<file path="src/design/mlpWeights.svh">
// fixed network tables, element [n][i] weights input i of node n.
// values wrap modulo 2^32 like the datapath.

localparam logic [0:mlpPkg::numHidden-1][0:mlpPkg::numFeatures-1][mlpPkg::dataWidth-1:0]
	hiddenWeights = '{
		'{-7609, 3011, 4685, -816, -463, -5893, -992, -2227, -4183, -658},
		'{2514, -1186, 3307, 5120, -2749, 871, -4402, 1968, 605, -3371},
		'{-1432, 6018, -2295, 1177, 3846, -5310, 2751, -689, -1904, 4433},
		'{3920, 1245, -3566, -2081, 5527, 1093, -768, 4116, -2938, 1650}
	};

// node 1 bias is negative, so a zero sample clamps it.
localparam logic [0:mlpPkg::numHidden-1][mlpPkg::dataWidth-1:0]
	hiddenBiases = '{
		120,
		-50,
		0,
		35
	};

localparam logic [0:mlpPkg::numClasses-1][0:mlpPkg::numHidden-1][mlpPkg::dataWidth-1:0]
	outputWeights = '{
		'{2113, -3870, 1502, -944},
		'{1450, 2987, -1201, 3518},
		'{-2702, 1823, 4096, -1377}
	};

// with a zero sample classes 0 and 1 both score 297000.
// class 2 lands at -371923.
localparam logic [0:mlpPkg::numClasses-1][mlpPkg::dataWidth-1:0]
	outputBiases = '{
		76480,
		-130,
		512
	};
</file>
<file path="src/design/mlpPkg.sv">
`default_nettype none

package mlpPkg;

	// every activation, weight and bias is one word.
	localparam int dataWidth = 32;

	// network shape.
	localparam int numFeatures = 10;
	localparam int numHidden = 4;
	localparam int numClasses = 3;

	// register stages inside one node: capture, sum, activation.
	localparam int nodeLatency = 3;

	// two dense layers plus the argmax register.
	localparam int networkLatency = 2 * nodeLatency + 1;

	// one input sample, element i is feature i.
	typedef logic [numFeatures-1:0][dataWidth-1:0] featureVec;

	// hidden layer outputs.
	typedef logic [numHidden-1:0][dataWidth-1:0] hiddenVec;

	// raw class scores out of the output layer.
	typedef logic [numClasses-1:0][dataWidth-1:0] scoreVec;

	typedef logic [$clog2(numClasses)-1:0] classIdx;

endpackage

`default_nettype wire

</file>
<file path="src/design/argmaxSelect.sv">
`default_nettype none

module argmaxSelect #(
	parameter int numCandidates = 3
) (
	input logic clk,
	input logic reset,
	input logic [numCandidates-1:0][mlpPkg::dataWidth-1:0] scores,
	output mlpPkg::scoreVec classScores,
	output mlpPkg::classIdx classIndex,
	output logic [mlpPkg::dataWidth-1:0] bestScore
);

	mlpPkg::classIdx bestIdx;
	logic [mlpPkg::dataWidth-1:0] bestVal;

	// output vector is sized by the package.
	if (numCandidates != mlpPkg::numClasses)
	begin : candidateCheck
		$error("argmaxSelect: %0d candidates but %0d classes",
			numCandidates, mlpPkg::numClasses);
	end

	// strict signed compare so ties keep the lowest index.
	always_comb
	begin
		bestIdx = '0;
		bestVal = scores[0];
		for (int i = 1; i < numCandidates; i++)
		begin
			if ($signed(scores[i]) > $signed(bestVal))
			begin
				bestIdx = mlpPkg::classIdx'(i);
				bestVal = scores[i];
			end
		end
	end

	// scores, index and winner registered together.
	always_ff @(posedge clk)
	begin
		if (reset)
		begin
			classScores <= '0;
			classIndex <= '0;
			bestScore <= '0;
		end
		else
		begin
			classScores <= scores;
			classIndex <= bestIdx;
			bestScore <= bestVal;
		end
	end

	indexInRange: assert property (
		@(posedge clk) disable iff (reset)
		classIndex < numCandidates
	)
	else
		$error("argmaxSelect: class index %0d out of range", classIndex);

endmodule

`default_nettype wire

</file>
<file path="config.mk">
export PLATFORM = sky130hd
export DESIGN_NAME = argmaxSelect
export DESIGN_NICKNAME = d
export VERILOG_FILES = /design/src/design/mlpWeights.svh /design/src/design/mlpPkg.sv /design/src/design/argmaxSelect.sv
export SDC_FILE = /design/constraint.sdc
export NUM_CORES = 1
export LEC_CHECK = 0
export BUFFER_PORTS_ARGS = -buffer_cell sky130_fd_sc_hd__buf_2
export CORE_MARGIN = 3
export CORE_UTILIZATION = 40
export CTS_CLUSTER_SIZE = 24
export DETAILED_ROUTE_END_ITERATION = 8
export PLACE_DENSITY = 0.68
export SYNTH_ARGS = -nofsm -noshare
export SYNTH_HDL_FRONTEND = slang
export SYNTH_SLANG_ARGS = --single-unit
</file>
<file path="constraint.sdc">
create_clock -name clk -period 12 [get_ports clk]
set_input_delay 0.6 -clock clk [delete_from_list [all_inputs] [get_ports clk]]
set_output_delay 0.6 -clock clk [all_outputs]
set_load 0.005 [all_outputs]
</file>
==> results of run 1 <==
[sequential cells by signal, summed over array words and instances, names as in the netlist]
name and flops:
bestScore 32, classIndex 2, classScores 96
[layout make-up]
class	instances	area, um^2	area share
timing repair buffer	229	1150	0.154
clock buffer	25	495	0.0661
sequential	130	2600	0.347
inverter	35	131	0.0175
tap	176	220	0.0294
multi-input combinational	383	2790	0.372
clock inverter	5	100	0.0134
[stage by stage]
| step | total power (W) | util |
|---|---|---|
| 6_report | 0.00122 | 0.555 |
| 5_1_grt | 0.00128 | 0.555 |
| 4_1_cts | 0.00123 | 0.555 |
| 3_5_place_dp | 0.000715 | 0.511 |
| 3_3_place_gp | 0.000707 | 0.511 |
| 2_1_floorplan | 0.000615 | - |
[logic make-up (layout without fill, tap and decap cells)]
kind of cell	after synthesis	in the layout	share of synthesized area
AND/OR/NAND/NOR	200	200	0.188
buffers and inverters	66	294	0.0459
adder cells (fa/ha/maj)	64	64	0.142
flip-flops	130	130	0.461
multiplexers	11	11	0.0197
AO/OA/AOI/OAI	108	108	0.143
[power breakdown]
group | total (W) | internal [W] | switching, W
registers | 0.000478 | 0.000468 | 0.00000982
logic | 0.000227 | 0.0000974 | 0.000130
clock network | 0.000518 | 0.000346 | 0.000172
[layout by cell type (no fill, tap or decap), types with 2 or more instances in the layout]
cell / synthesis / layout
sky130_fd_sc_hd__a211oi_1: 22 / 22
sky130_fd_sc_hd__a21o_1: 3 / 3
sky130_fd_sc_hd__a21oi_1: 25 / 25
sky130_fd_sc_hd__a221o_1: 13 / 13
sky130_fd_sc_hd__a32oi_1: 22 / 22
sky130_fd_sc_hd__and2_1: 10 / 10
sky130_fd_sc_hd__and3_1: 21 / 21
sky130_fd_sc_hd__buf_2: 6 / 226
sky130_fd_sc_hd__buf_4: 1 / 3
sky130_fd_sc_hd__bufinv_16: 0 / 3
sky130_fd_sc_hd__clkbuf_1: 20 / 4
sky130_fd_sc_hd__clkbuf_16: 0 / 17
sky130_fd_sc_hd__clkbuf_8: 0 / 4
sky130_fd_sc_hd__clkinv_2: 0 / 2
sky130_fd_sc_hd__dfxtp_1: 130 / 130
sky130_fd_sc_hd__ha_1: 64 / 64
sky130_fd_sc_hd__inv_1: 35 / 35
sky130_fd_sc_hd__mux2i_1: 10 / 10
sky130_fd_sc_hd__nand2_1: 14 / 14
sky130_fd_sc_hd__nand3_1: 6 / 6
sky130_fd_sc_hd__nand4_1: 12 / 12
sky130_fd_sc_hd__nor2_1: 61 / 61
sky130_fd_sc_hd__nor2b_1: 66 / 66
sky130_fd_sc_hd__nor3_1: 2 / 2
sky130_fd_sc_hd__nor4_1: 4 / 4
sky130_fd_sc_hd__o211ai_1: 3 / 3
sky130_fd_sc_hd__o21ai_0: 9 / 9
[worst paths after layout]
check,start,depth (start not counted),endpoint
setup / recovery,scores[31],17,bestScore[9]
hold / removal,scores[58],2,classScores[58]
[layer usage]
layer  part of all wire  track usage  wire length (um)
met1               0.41        0.253              7000
met2               0.49        0.367              8370
met3              0.083       0.0725              1410
met4              0.010       0.0574               175
met5                  0            0                 0
==> implementation parameters, run 1 <==
Parameter                              Value

Pwr
  Largest voltage drop on the vdd net ... between 0.09 and 0.1 mV
  Leak pwr ... roughly 3.8 nW
  Total power divided by cell area ... between 150 and 200 nW/um^2

Yosys
  Synth cell count leaders ... 130 x sky130_fd_sc_hd__dfxtp_1, 66 x sky130_fd_sc_hd__nor2b_1, 64 x sky130_fd_sc_hd__ha_1
  Cell types with the largest area share after synthesis ... sky130_fd_sc_hd__dfxtp_1 46%, sky130_fd_sc_hd__ha_1 14%, sky130_fd_sc_hd__nor2b_1 7.3%
  Post-Syn Area ... roughly 5600 um^2
  Syn. warnings ... 0
  Number of synthesized register bits ... between 100 and 150
  Async SR Flop Fraction ... 0
  Synthesized Nets ... 741
  Average cell area after synthesis ... between 9 and 10 um^2
  Largest area contributor in the synthesized netlist ... sky130_fd_sc_hd__dfxtp_1
  Library cells used by synthesis ... 40
  Number of enable flip-flop cells after synthesis ... 0
  Part of the Yosys area used for sequential elements ... 0.461
  Main synth FF type ... sky130_fd_sc_hd__dfxtp_1
  Synthesized instance count ... around 580
  Area share of the largest cell type after synthesis ... 0.461
  Dominant cell by count in the synthesized netlist ... sky130_fd_sc_hd__dfxtp_1

Clock network
  Clock slew at the register clock pins of the worst setup and hold paths ... around 0.060 ns
  Number of buffers inserted to repair setup after CTS ... 0
  Total number of H-tree levels ... 4
  Num Clock Sinks ... 130
  CTS hold repair buffers ... 0
  Root cell of the clock tree ... sky130_fd_sc_hd__clkbuf_16
  CTS Buf Count ... 17
  TritonCTS clock tree ... yes
  Number of gates given a new drive strength after cts ... 0
  Bufs on Longest Clock Path ... 2

Die
  Top-level port count ... between 200 and 250
  Die W ... 125 um
  Height of the die ... ~120 um
  Core Footprint ... approximately 14,000 um^2
  Initial cell density of the core ... 0.418
  Number of core rows ... 42
  Die area ... 15,600 um^2

STA
  Time the worst path needs with I/O delays and setup ... approximately 6.3 ns
  Setup ws final ... 5.73 ns
  Portion of the clock cycle consumed by the worst path in the final layout ... 0.523
  Unrepaired setup endpoints after global routing ... no
  Achievable Freq ... about 160 MHz
  Rel. slew slack ... 0.253
  Slew at the pin with the worst max-slew slack ... around 1.1 ns
  Worst hold slack across all endpoints ... 0.434 ns
  TNS Setup ... 0 ns
  Number of max-slew violations in the final report ... 0
  Endpoints failing setup ... 0
  Hold violation total from the final report ... 0

Critical path
  Critical path buffer and inverter count ... 2
  Required time of the critical path ... about 12 ns
  Critical path capture point type ... flip-flop
  Critical Path Source Type ... primary input
  Maximum single-stage delay on the critical path ... 0.80 ns
  Data arrival, critical path ... 6.62 ns
  Type of the worst setup path ... in2reg
  Slowest-stage cell, CP ... sky130_fd_sc_hd__a311oi_2
  Worst-path cell chain ... buf_2 -> inv_1 -> ha_1 -> nand4_1 -> nor4_1 -> nand3_1 -> o211ai_1 -> nand2_1 -> mux2i_1 -> ha_1 -> nand4_1 -> nor2_1 -> a221o_1 -> o311a_1 -> o21a_1 -> a311oi_2 -> a221o_1
  Maximum fanout along the worst path ... 23
  Gate family responsible for the most delay along the worst path ... compound AO/OA/AOI/OAI gates

Placement
  Final weighted congestion in routability-driven placement ... between 0.8 and 0.9
  Number of buffers inserted by port buffering ... 227
  Pre-CTS worst setup slack ... 5.28 ns
  Placement Cell Area ... 6900 um^2
  Detailed placement HPWL ... roughly 13,000 um
  Number of placed instances with taps included ... 953

Drt
  Routed wire length ... about 17,000 um
  DRC viols ... 0
  DRC violation total after the first TritonRoute iteration ... ~330
  Vias after detailed routing ... between 5,000 and 6,000
  Average via count per standard cell ... between 5 and 6
  Post-detailed-route count of antenna-violating nets ... 0
  Drt pass-1 iters ... 4
  Average wire length per cell after detail routing ... roughly 17 um

Global routing
  Largest net degree at the start of global routing ... 66
  First-pass GRT wire length ... 26,800 um
  Overflow left after global routing ... 0
  Initial antenna violation count ... 0
  Tot GR Track Use ... 0.213
  Number of global-route vias before repair ... slightly above 5,000

Final layout
  Fillers ... 1,218
  Cell Count, Final, Fillers Out ... 983
  Number of diodes ... 0
  Post-layout nets ... 958
  Proportion of layout cells with a drive suffix above 1 ... 0.323
  Final cell area excluding filler cells ... between 7000 and 8000 um^2
  Synthesis-to-layout area growth ... 32.9%

Job
  Max-cap violations ... 0

Run status
  Outcome ... completed

Hold path
  Hold crit path type ... in2reg
No activity file was read; power rests on OpenSTA's default activity.
==> run 2, diff against run 1 <==
--- a/config.mk
+++ b/config.mk
@@ -5,12 +5,13 @@
 export SDC_FILE = /design/constraint.sdc
 export NUM_CORES = 1
 export LEC_CHECK = 0
+export ABC_AREA = 1
 export BUFFER_PORTS_ARGS = -buffer_cell sky130_fd_sc_hd__buf_2
 export CORE_MARGIN = 3
 export CORE_UTILIZATION = 40
 export CTS_CLUSTER_SIZE = 24
 export DETAILED_ROUTE_END_ITERATION = 8
-export PLACE_DENSITY = 0.68
+export PLACE_DENSITY = 0.7
 export SYNTH_ARGS = -nofsm -noshare
 export SYNTH_HDL_FRONTEND = slang
 export SYNTH_SLANG_ARGS = --single-unit
==> constraint.sdc (replaced) <==
create_clock -name clk -period 5.15 [get_ports clk]
set_input_delay 0.2575 -clock clk [delete_from_list [all_inputs] [get_ports clk]]
set_output_delay 0.2575 -clock clk [all_outputs]
set_load 0.005 [all_outputs]
==> run 2 against run 1 <==
Compared with the run above: final area rose by 4.0%; worst hold slack worse by 0.37 ns; sequential share of layout area decreased by 1.3 points; largest power group unchanged; first-iteration DRC count fell by 21%; setup slack lost 5.1 ns; synthesized cell count increased by 39%; area after synthesis grew 5.2%; critical path depth up 8; final cell count is 24% higher; flip-flop and latch count did not move; total power grew 140%; non-clock buffer count grew 4.
==> implementation parameters, run 2 <==
Parameter                              Value

STA
  Portion of the clock cycle consumed by the worst path in the final layout ... 0.882
  Slew at the pin with the worst max-slew slack ... roughly 1.1 ns
  Unrepaired setup endpoints after global routing ... no
  Endpoints failing setup ... 0
  Hold violation total from the final report ... 0
  Time the worst path needs with I/O delays and setup ... between 4 and 5 ns
  Rel. slew slack ... 0.295
  Achievable Freq ... 220 MHz
  Number of max-slew violations in the final report ... 0
  TNS Setup ... 0 ns

Yosys
  Library cells used by synthesis ... 21
  Synthesized instance count ... about 810
  Area share of the largest cell type after synthesis ... 0.439
  Main synth FF type ... sky130_fd_sc_hd__dfxtp_1
  Number of enable flip-flop cells after synthesis ... 0
  Average cell area after synthesis ... between 7 and 8 um^2
  Part of the Yosys area used for sequential elements ... 0.439
  Syn. warnings ... 0
  Cell types with the largest area share after synthesis ... sky130_fd_sc_hd__dfxtp_1 44%, sky130_fd_sc_hd__nand2_1 15%, sky130_fd_sc_hd__ha_1 13%
  Synthesized Nets ... a little under 1,000
  Async SR Flop Fraction ... 0
  Dominant cell by count in the synthesized netlist ... sky130_fd_sc_hd__nand2_1
  Largest area contributor in the synthesized netlist ... sky130_fd_sc_hd__dfxtp_1
  Synth cell count leaders ... 232 x sky130_fd_sc_hd__nand2_1, 146 x sky130_fd_sc_hd__inv_1, 130 x sky130_fd_sc_hd__dfxtp_1
  Number of synthesized register bits ... 130
  Post-Syn Area ... approximately 6000 um^2

Global routing
  Tot GR Track Use ... 0.200
  Number of global-route vias before repair ... roughly 5,200
  Largest net degree at the start of global routing ... between 90 and 100
  First-pass GRT wire length ... about 26,000 um
  Initial antenna violation count ... 0
  Overflow left after global routing ... 0

Pwr
  Total power consumption of the routed design ... 0.00293 W
  Total power divided by cell area ... 377 nW/um^2
  Largest voltage drop on the vdd net ... 0.250 mV
  Leak pwr ... 4.68 nW

Critical path
  Data arrival, critical path ... about 4.8 ns
  Critical path capture point type ... flip-flop
  Critical path buffer and inverter count ... 5
  Required time of the critical path ... about 5.5 ns
  Type of the worst setup path ... in2reg
  Maximum fanout along the worst path ... 33
  Crit path top cell by count ... sky130_fd_sc_hd__nand2_1
  Gate family responsible for the most delay along the worst path ... simple AND/OR/NAND/NOR gates
  Critical Path Source Type ... primary input
  Slowest-stage cell, CP ... sky130_fd_sc_hd__clkinvlp_4
  Maximum single-stage delay on the critical path ... 0.53 ns

Drt
  Routed wire length ... 16,300 um
  DRC violation total after the first TritonRoute iteration ... 264
  Average via count per standard cell ... approximately 4.5
  Vias after detailed routing ... around 5,500
  DRC viols ... 0
  Average wire length per cell after detail routing ... roughly 13 um
  Post-detailed-route count of antenna-violating nets ... 0
  Drt pass-1 iters ... 5

Clock network
  Clock slew at the register clock pins of the worst setup and hold paths ... approximately 0.050 ns
  Root cell of the clock tree ... sky130_fd_sc_hd__clkbuf_16
  CTS Buf Count ... 17
  Bufs on Longest Clock Path ... 2
  Num Clock Sinks ... 130
  Total number of H-tree levels ... 4
  TritonCTS clock tree ... yes
  Number of buffers inserted to repair setup after CTS ... 0

Die
  Core Footprint ... between 10,000 and 15,000 um^2
  Top-level port count ... about 230
  Number of core rows ... 43
  Die area ... between 15,000 and 20,000 um^2
  Die W ... approximately 130 um
  Initial cell density of the core ... 0.418
  Height of the die ... 128 um

Final layout
  Most frequent cells in the layout ... 232 x sky130_fd_sc_hd__nand2_1, 226 x sky130_fd_sc_hd__buf_2, 145 x sky130_fd_sc_hd__inv_1
  Top flop regs ... classScores (96), bestScore (32), classIndex (2)
  Largest register FFs ... 96
  Register with the highest flop count ... classScores
  Cell Count, Final, Fillers Out ... 1,221
  Proportion of layout cells with a drive suffix above 1 ... 0.259
  Post-layout nets ... ~1,200
  Most common library cell in the layout ignoring fill and taps ... sky130_fd_sc_hd__nand2_1
  Synthesis-to-layout area growth ... 31.3%

Hold path
  Min-Delay Startpoint ... scores[64]
  Hold crit path type ... in2reg
  Instance count along the most critical hold path ... 3
  Worst min-delay path endpoint ... bestScore[0]

Run status
  Outcome ... completed

Placement
  Final weighted congestion in routability-driven placement ... 0.836
  Number of placed instances with taps included ... between 1,000 and 1,500
  Detailed placement HPWL ... 12,200 um
  Number of buffers inserted by port buffering ... 227

Job
  Max-cap violations ... 0
## run 2: cell types whose count changed after synthesis, sizes merged, moves of 13 or more
cell / change
nand2: +219
inv: +112
nor2b: -66
nor2: +55
nand4: +24
a211oi: -23
a32oi: -22
and3: -21
a221o: -13
## run 2: layout make-up
type,count,area [um^2]
fill,1357,6410
multi-input combinational,498,2630
sequential,130,2600
timing repair buffer,233,1180
inverter,147,556
clock buffer,24,492
tap,180,225
clock inverter,8,101
antenna,1,2.50
## run 2: where the power goes
group	total [W]	switching (W)	internal (W)
Combinational	0.000614	0.000371	0.000243
Clock	0.00119	0.000426	0.000762
Sequential	0.00113	0.0000239	0.00111
Total	0.00293	0.000821	0.00211
## run 2: repair_timing
action / CTS / global route
setup endpoints to repair: 0 / 3
resized for setup: 0 / 1
hold buffers: 0 / 0
## run 2: cell families after synthesis
family,Yosys count,share of synthesized area
AO/OA/AOI/OAI,41,0.0367
AND/OR/NAND/NOR,393,0.269
adder cells (fa/ha/maj),64,0.135
flip-flops,130,0.439
buffers and inverters,177,0.120
## run 2: worst max path at each step
stage,slack [ns],cells after the start,to,start
floorplan,1.78,25,bestScore[10],scores[31]
global placement,0.22,25,bestScore[5],scores[31]
detailed placement,0.11,25,bestScore[5],scores[31]
CTS,0.50,25,bestScore[5],scores[31]
global route,0.13,24,bestScore[0],scores[31]
finish,0.61,25,bestScore[5],scores[31]
## run 2: layer usage
metal  part of all wire  GRT usage  routed length (um)  vias up
li1                   -          -                   -     2892
met1               0.43      0.245                7040     2417
met2               0.47      0.324                7630      187
met3              0.077     0.0658                1250       21
met4              0.020     0.0830                 321        0
met5                  0          0                   0        -
## run 2: stage by stage
step           hold slack [ns]  utilization  setup WS, ns  instance area (um^2)
6_report                0.0602        0.548         0.610                  7790
5_1_grt                 0.0660        0.548         0.131                  7790
4_1_cts                 0.0327        0.548         0.497                  7780
3_5_place_dp             0.473        0.506         0.111                  7190
3_3_place_gp             0.469        0.506         0.215                  7190
2_1_floorplan            0.364            -          1.78                  5930
==> run 3, diff against run 2 <==
--- a/config.mk
+++ b/config.mk
@@ -9,6 +9,7 @@
 export BUFFER_PORTS_ARGS = -buffer_cell sky130_fd_sc_hd__buf_2
 export CORE_MARGIN = 3
 export CORE_UTILIZATION = 40
+export CTS_BUF_LIST = sky130_fd_sc_hd__clkbuf_2
 export CTS_CLUSTER_SIZE = 24
 export DETAILED_ROUTE_END_ITERATION = 8
 export PLACE_DENSITY = 0.7
==> run 3 against run 2 <==
Compared with the run above: core utilization up 4.2 points; via count is 8.4% higher; setup slack got worse by 0.20 ns; critical path type unchanged; critical endpoint unchanged; largest cell class unchanged; highest routed layer unchanged.
==> implementation parameters, run 3 (synthesized netlist as in run 2, its figures left out) <==
Parameter                              Value

Pwr
  Leak pwr ... ~4.9 nW
  Total power divided by cell area ... roughly 290 nW/um^2
  Clock network power share ... 0.244
  Internal power consumption ... about 0.0016 W
  Net switching power ... between 0.0007 and 0.0008 W
  Largest voltage drop on the vdd net ... roughly 0.24 mV
  Portion of total power attributed to combinational logic ... 0.285
  Sw frac ... 0.327
  Reg power frac ... 0.471

STA
  Number of max-slew violations in the final report ... 0
  Achievable Freq ... 211 MHz
  Hold violation total from the final report ... 0
  Setup ws final ... 0.408 ns
  Time the worst path needs with I/O delays and setup ... about 4.7 ns
  Unrepaired setup endpoints after global routing ... no
  Rel. slew slack ... 0.291
  Portion of the clock cycle consumed by the worst path in the final layout ... 0.921
  Slew at the pin with the worst max-slew slack ... between 1 and 1.5 ns
  Endpoints failing setup ... 0
  TNS Setup ... 0 ns

Global routing
  Overflow left after global routing ... 0
  First-pass GRT wire length ... roughly 28,000 um
  Tot GR Track Use ... 0.216
  Initial antenna violation count ... 1
  Largest net degree at the start of global routing ... 99
  Number of global-route vias before repair ... 5,763

Final layout
  Register with the highest flop count ... classScores
  Most common library cell in the layout ignoring fill and taps ... sky130_fd_sc_hd__nand2_1
  Most frequent cells in the layout ... 232 x sky130_fd_sc_hd__nand2_1, 226 x sky130_fd_sc_hd__buf_2, 145 x sky130_fd_sc_hd__inv_1
  Proportion of layout cells with a drive suffix above 1 ... 0.237
  Top flop regs ... classScores (96), bestScore (32), classIndex (2)
  Synthesis-to-layout area growth ... 41.3%
  Post-layout nets ... between 1,000 and 1,500
  Largest register FFs ... 96

Clock network
  Root cell of the clock tree ... sky130_fd_sc_hd__clkbuf_2
  TritonCTS clock tree ... yes
  Num Clock Sinks ... between 100 and 150
  CTS Buf Count ... 17
  Bufs on Longest Clock Path ... 2
  Total number of H-tree levels ... 4
  Clock slew at the register clock pins of the worst setup and hold paths ... 0.20 ns

Drt
  Average wire length per cell after detail routing ... around 14 um
  Vias after detailed routing ... ~6,000
  Average via count per standard cell ... roughly 4.5
  DRC viols ... 0
  DRC violation total after the first TritonRoute iteration ... ~300
  Drt pass-1 iters ... 5
  Routed wire length ... about 18,000 um
  Post-detailed-route count of antenna-violating nets ... 0

Placement
  Pre-CTS worst setup slack ... about 0.11 ns
  Number of buffers inserted by port buffering ... between 200 and 250
  Detailed placement HPWL ... around 12,000 um
  Final weighted congestion in routability-driven placement ... 0.836

Die
  Height of the die ... between 100 and 150 um
  Core Footprint ... ~14,000 um^2
  Initial cell density of the core ... 0.418
  Die W ... about 130 um
  Number of core rows ... between 40 and 50
  Top-level port count ... 228
  Die area ... 16,300 um^2

Critical path
  Maximum fanout along the worst path ... 33
  Required time of the critical path ... ~5.8 ns
  Source of the critical timing path ... scores[31]
  Critical Path Source Type ... primary input
  Critical path capture point type ... flip-flop
  Type of the worst setup path ... in2reg
  Data arrival, critical path ... around 5.3 ns

Hold path
  Hold crit path type ... in2reg
  Min-Delay Startpoint ... reset
  Instance count along the most critical hold path ... 2
  Worst min-delay path endpoint ... classScores[24]

Job
  Max-cap violations ... 0

Run status
  Outcome ... completed
-- run 3: per-layer routing --
metal / routed length (um) / vias up / GRT usage
li1: - / 3088 / -
met1: 7670 / 2645 / 0.262
met2: 8790 / 218 / 0.364
met3: 1280 / 32 / 0.0658
met4: 397 / 0 / 0.0780
met5: 0 / - / 0
-- run 3: how the worst max path moves through the flow --
stage                          to  slack (ns)  cells after the start
finish               bestScore[5]        0.41                     26
global route         bestScore[0]        0.06                     25
CTS                  bestScore[5]        0.26                     26
detailed placement   bestScore[5]        0.11                     25
global placement     bestScore[5]        0.22                     25
floorplan           bestScore[10]        1.78                     25
-- run 3: critical path: stages --
cell and delay, ns:
sky130_fd_sc_hd__dlygate4sd3_1 0.55, sky130_fd_sc_hd__buf_2 0.12, sky130_fd_sc_hd__inv_1 0.05, sky130_fd_sc_hd__ha_1 0.37
sky130_fd_sc_hd__a21oi_1 0.17, sky130_fd_sc_hd__o21a_1 0.14, sky130_fd_sc_hd__nand2_1 0.06, sky130_fd_sc_hd__a21oi_1 0.25
sky130_fd_sc_hd__nand3_2 0.36, sky130_fd_sc_hd__nand3_4 0.52, sky130_fd_sc_hd__nand2_1 0.09, sky130_fd_sc_hd__nand2_1 0.11
sky130_fd_sc_hd__inv_1 0.05, sky130_fd_sc_hd__ha_1 0.37, sky130_fd_sc_hd__nand2_1 0.11, sky130_fd_sc_hd__nor2_1 0.05
sky130_fd_sc_hd__nor3_1 0.14, sky130_fd_sc_hd__nand2_1 0.08, sky130_fd_sc_hd__a21oi_1 0.27, sky130_fd_sc_hd__nand2_1 0.09
sky130_fd_sc_hd__nand2_1 0.07, sky130_fd_sc_hd__nand3_1 0.12, sky130_fd_sc_hd__nand2_1 0.24, sky130_fd_sc_hd__clkinvlp_4 0.43
sky130_fd_sc_hd__nand2_1 0.20, sky130_fd_sc_hd__nand2_1 0.06
-- run 3: what timing repair did --
action / in CTS / in global routing
hold buffers: 96 / 0
buffers inserted: 0 / 0
hold endpoints to repair: 128 / 0
gates resized for setup: 0 / 2
endpoints found under the setup margin: 0 / 32
-- run 3: cell type report --
| type | instances | area [um^2] |
|---|---|---|
| Inverter | 147 | 556 |
| Fill cell | 1249 | 5820 |
| Timing Repair inverter | 1 | 7.51 |
| Sequential cell | 130 | 2600 |
| Multi-Input combinational cell | 498 | 2630 |
| Timing Repair Buffer | 329 | 2140 |
| Clock buffer | 20 | 100 |
| Antenna cell | 2 | 5.00 |
| Tap cell | 180 | 225 |
| Clock inverter | 12 | 116 |
-- run 3: stage by stage --
stage	hold WS, ns	cells	util	cell area, um^2	total power [W]
final	0.180	1319	0.590	8380	0.00240
after global routing	0.116	1318	0.590	8380	0.00257
after CTS	0.136	1316	0.589	8370	0.00241
after detailed placement	0.473	1188	0.506	7190	0.00177
after global placement	0.469	1188	0.506	7190	0.00176
after floorplan	0.364	805	-	5930	0.00152
-- run 3: power by group through the flow --
| stage | sequential, W | combinational, W | clock, W |
|---|---|---|---|
| floorplan | 0.00117 | 0.000351 | 0 |
| global placement | 0.00115 | 0.000606 | 0 |
| detailed placement | 0.00115 | 0.000615 | 0 |
| CTS | 0.00113 | 0.000676 | 0.000605 |
| global route | 0.00114 | 0.000779 | 0.000652 |
| finish | 0.00113 | 0.000684 | 0.000587 |
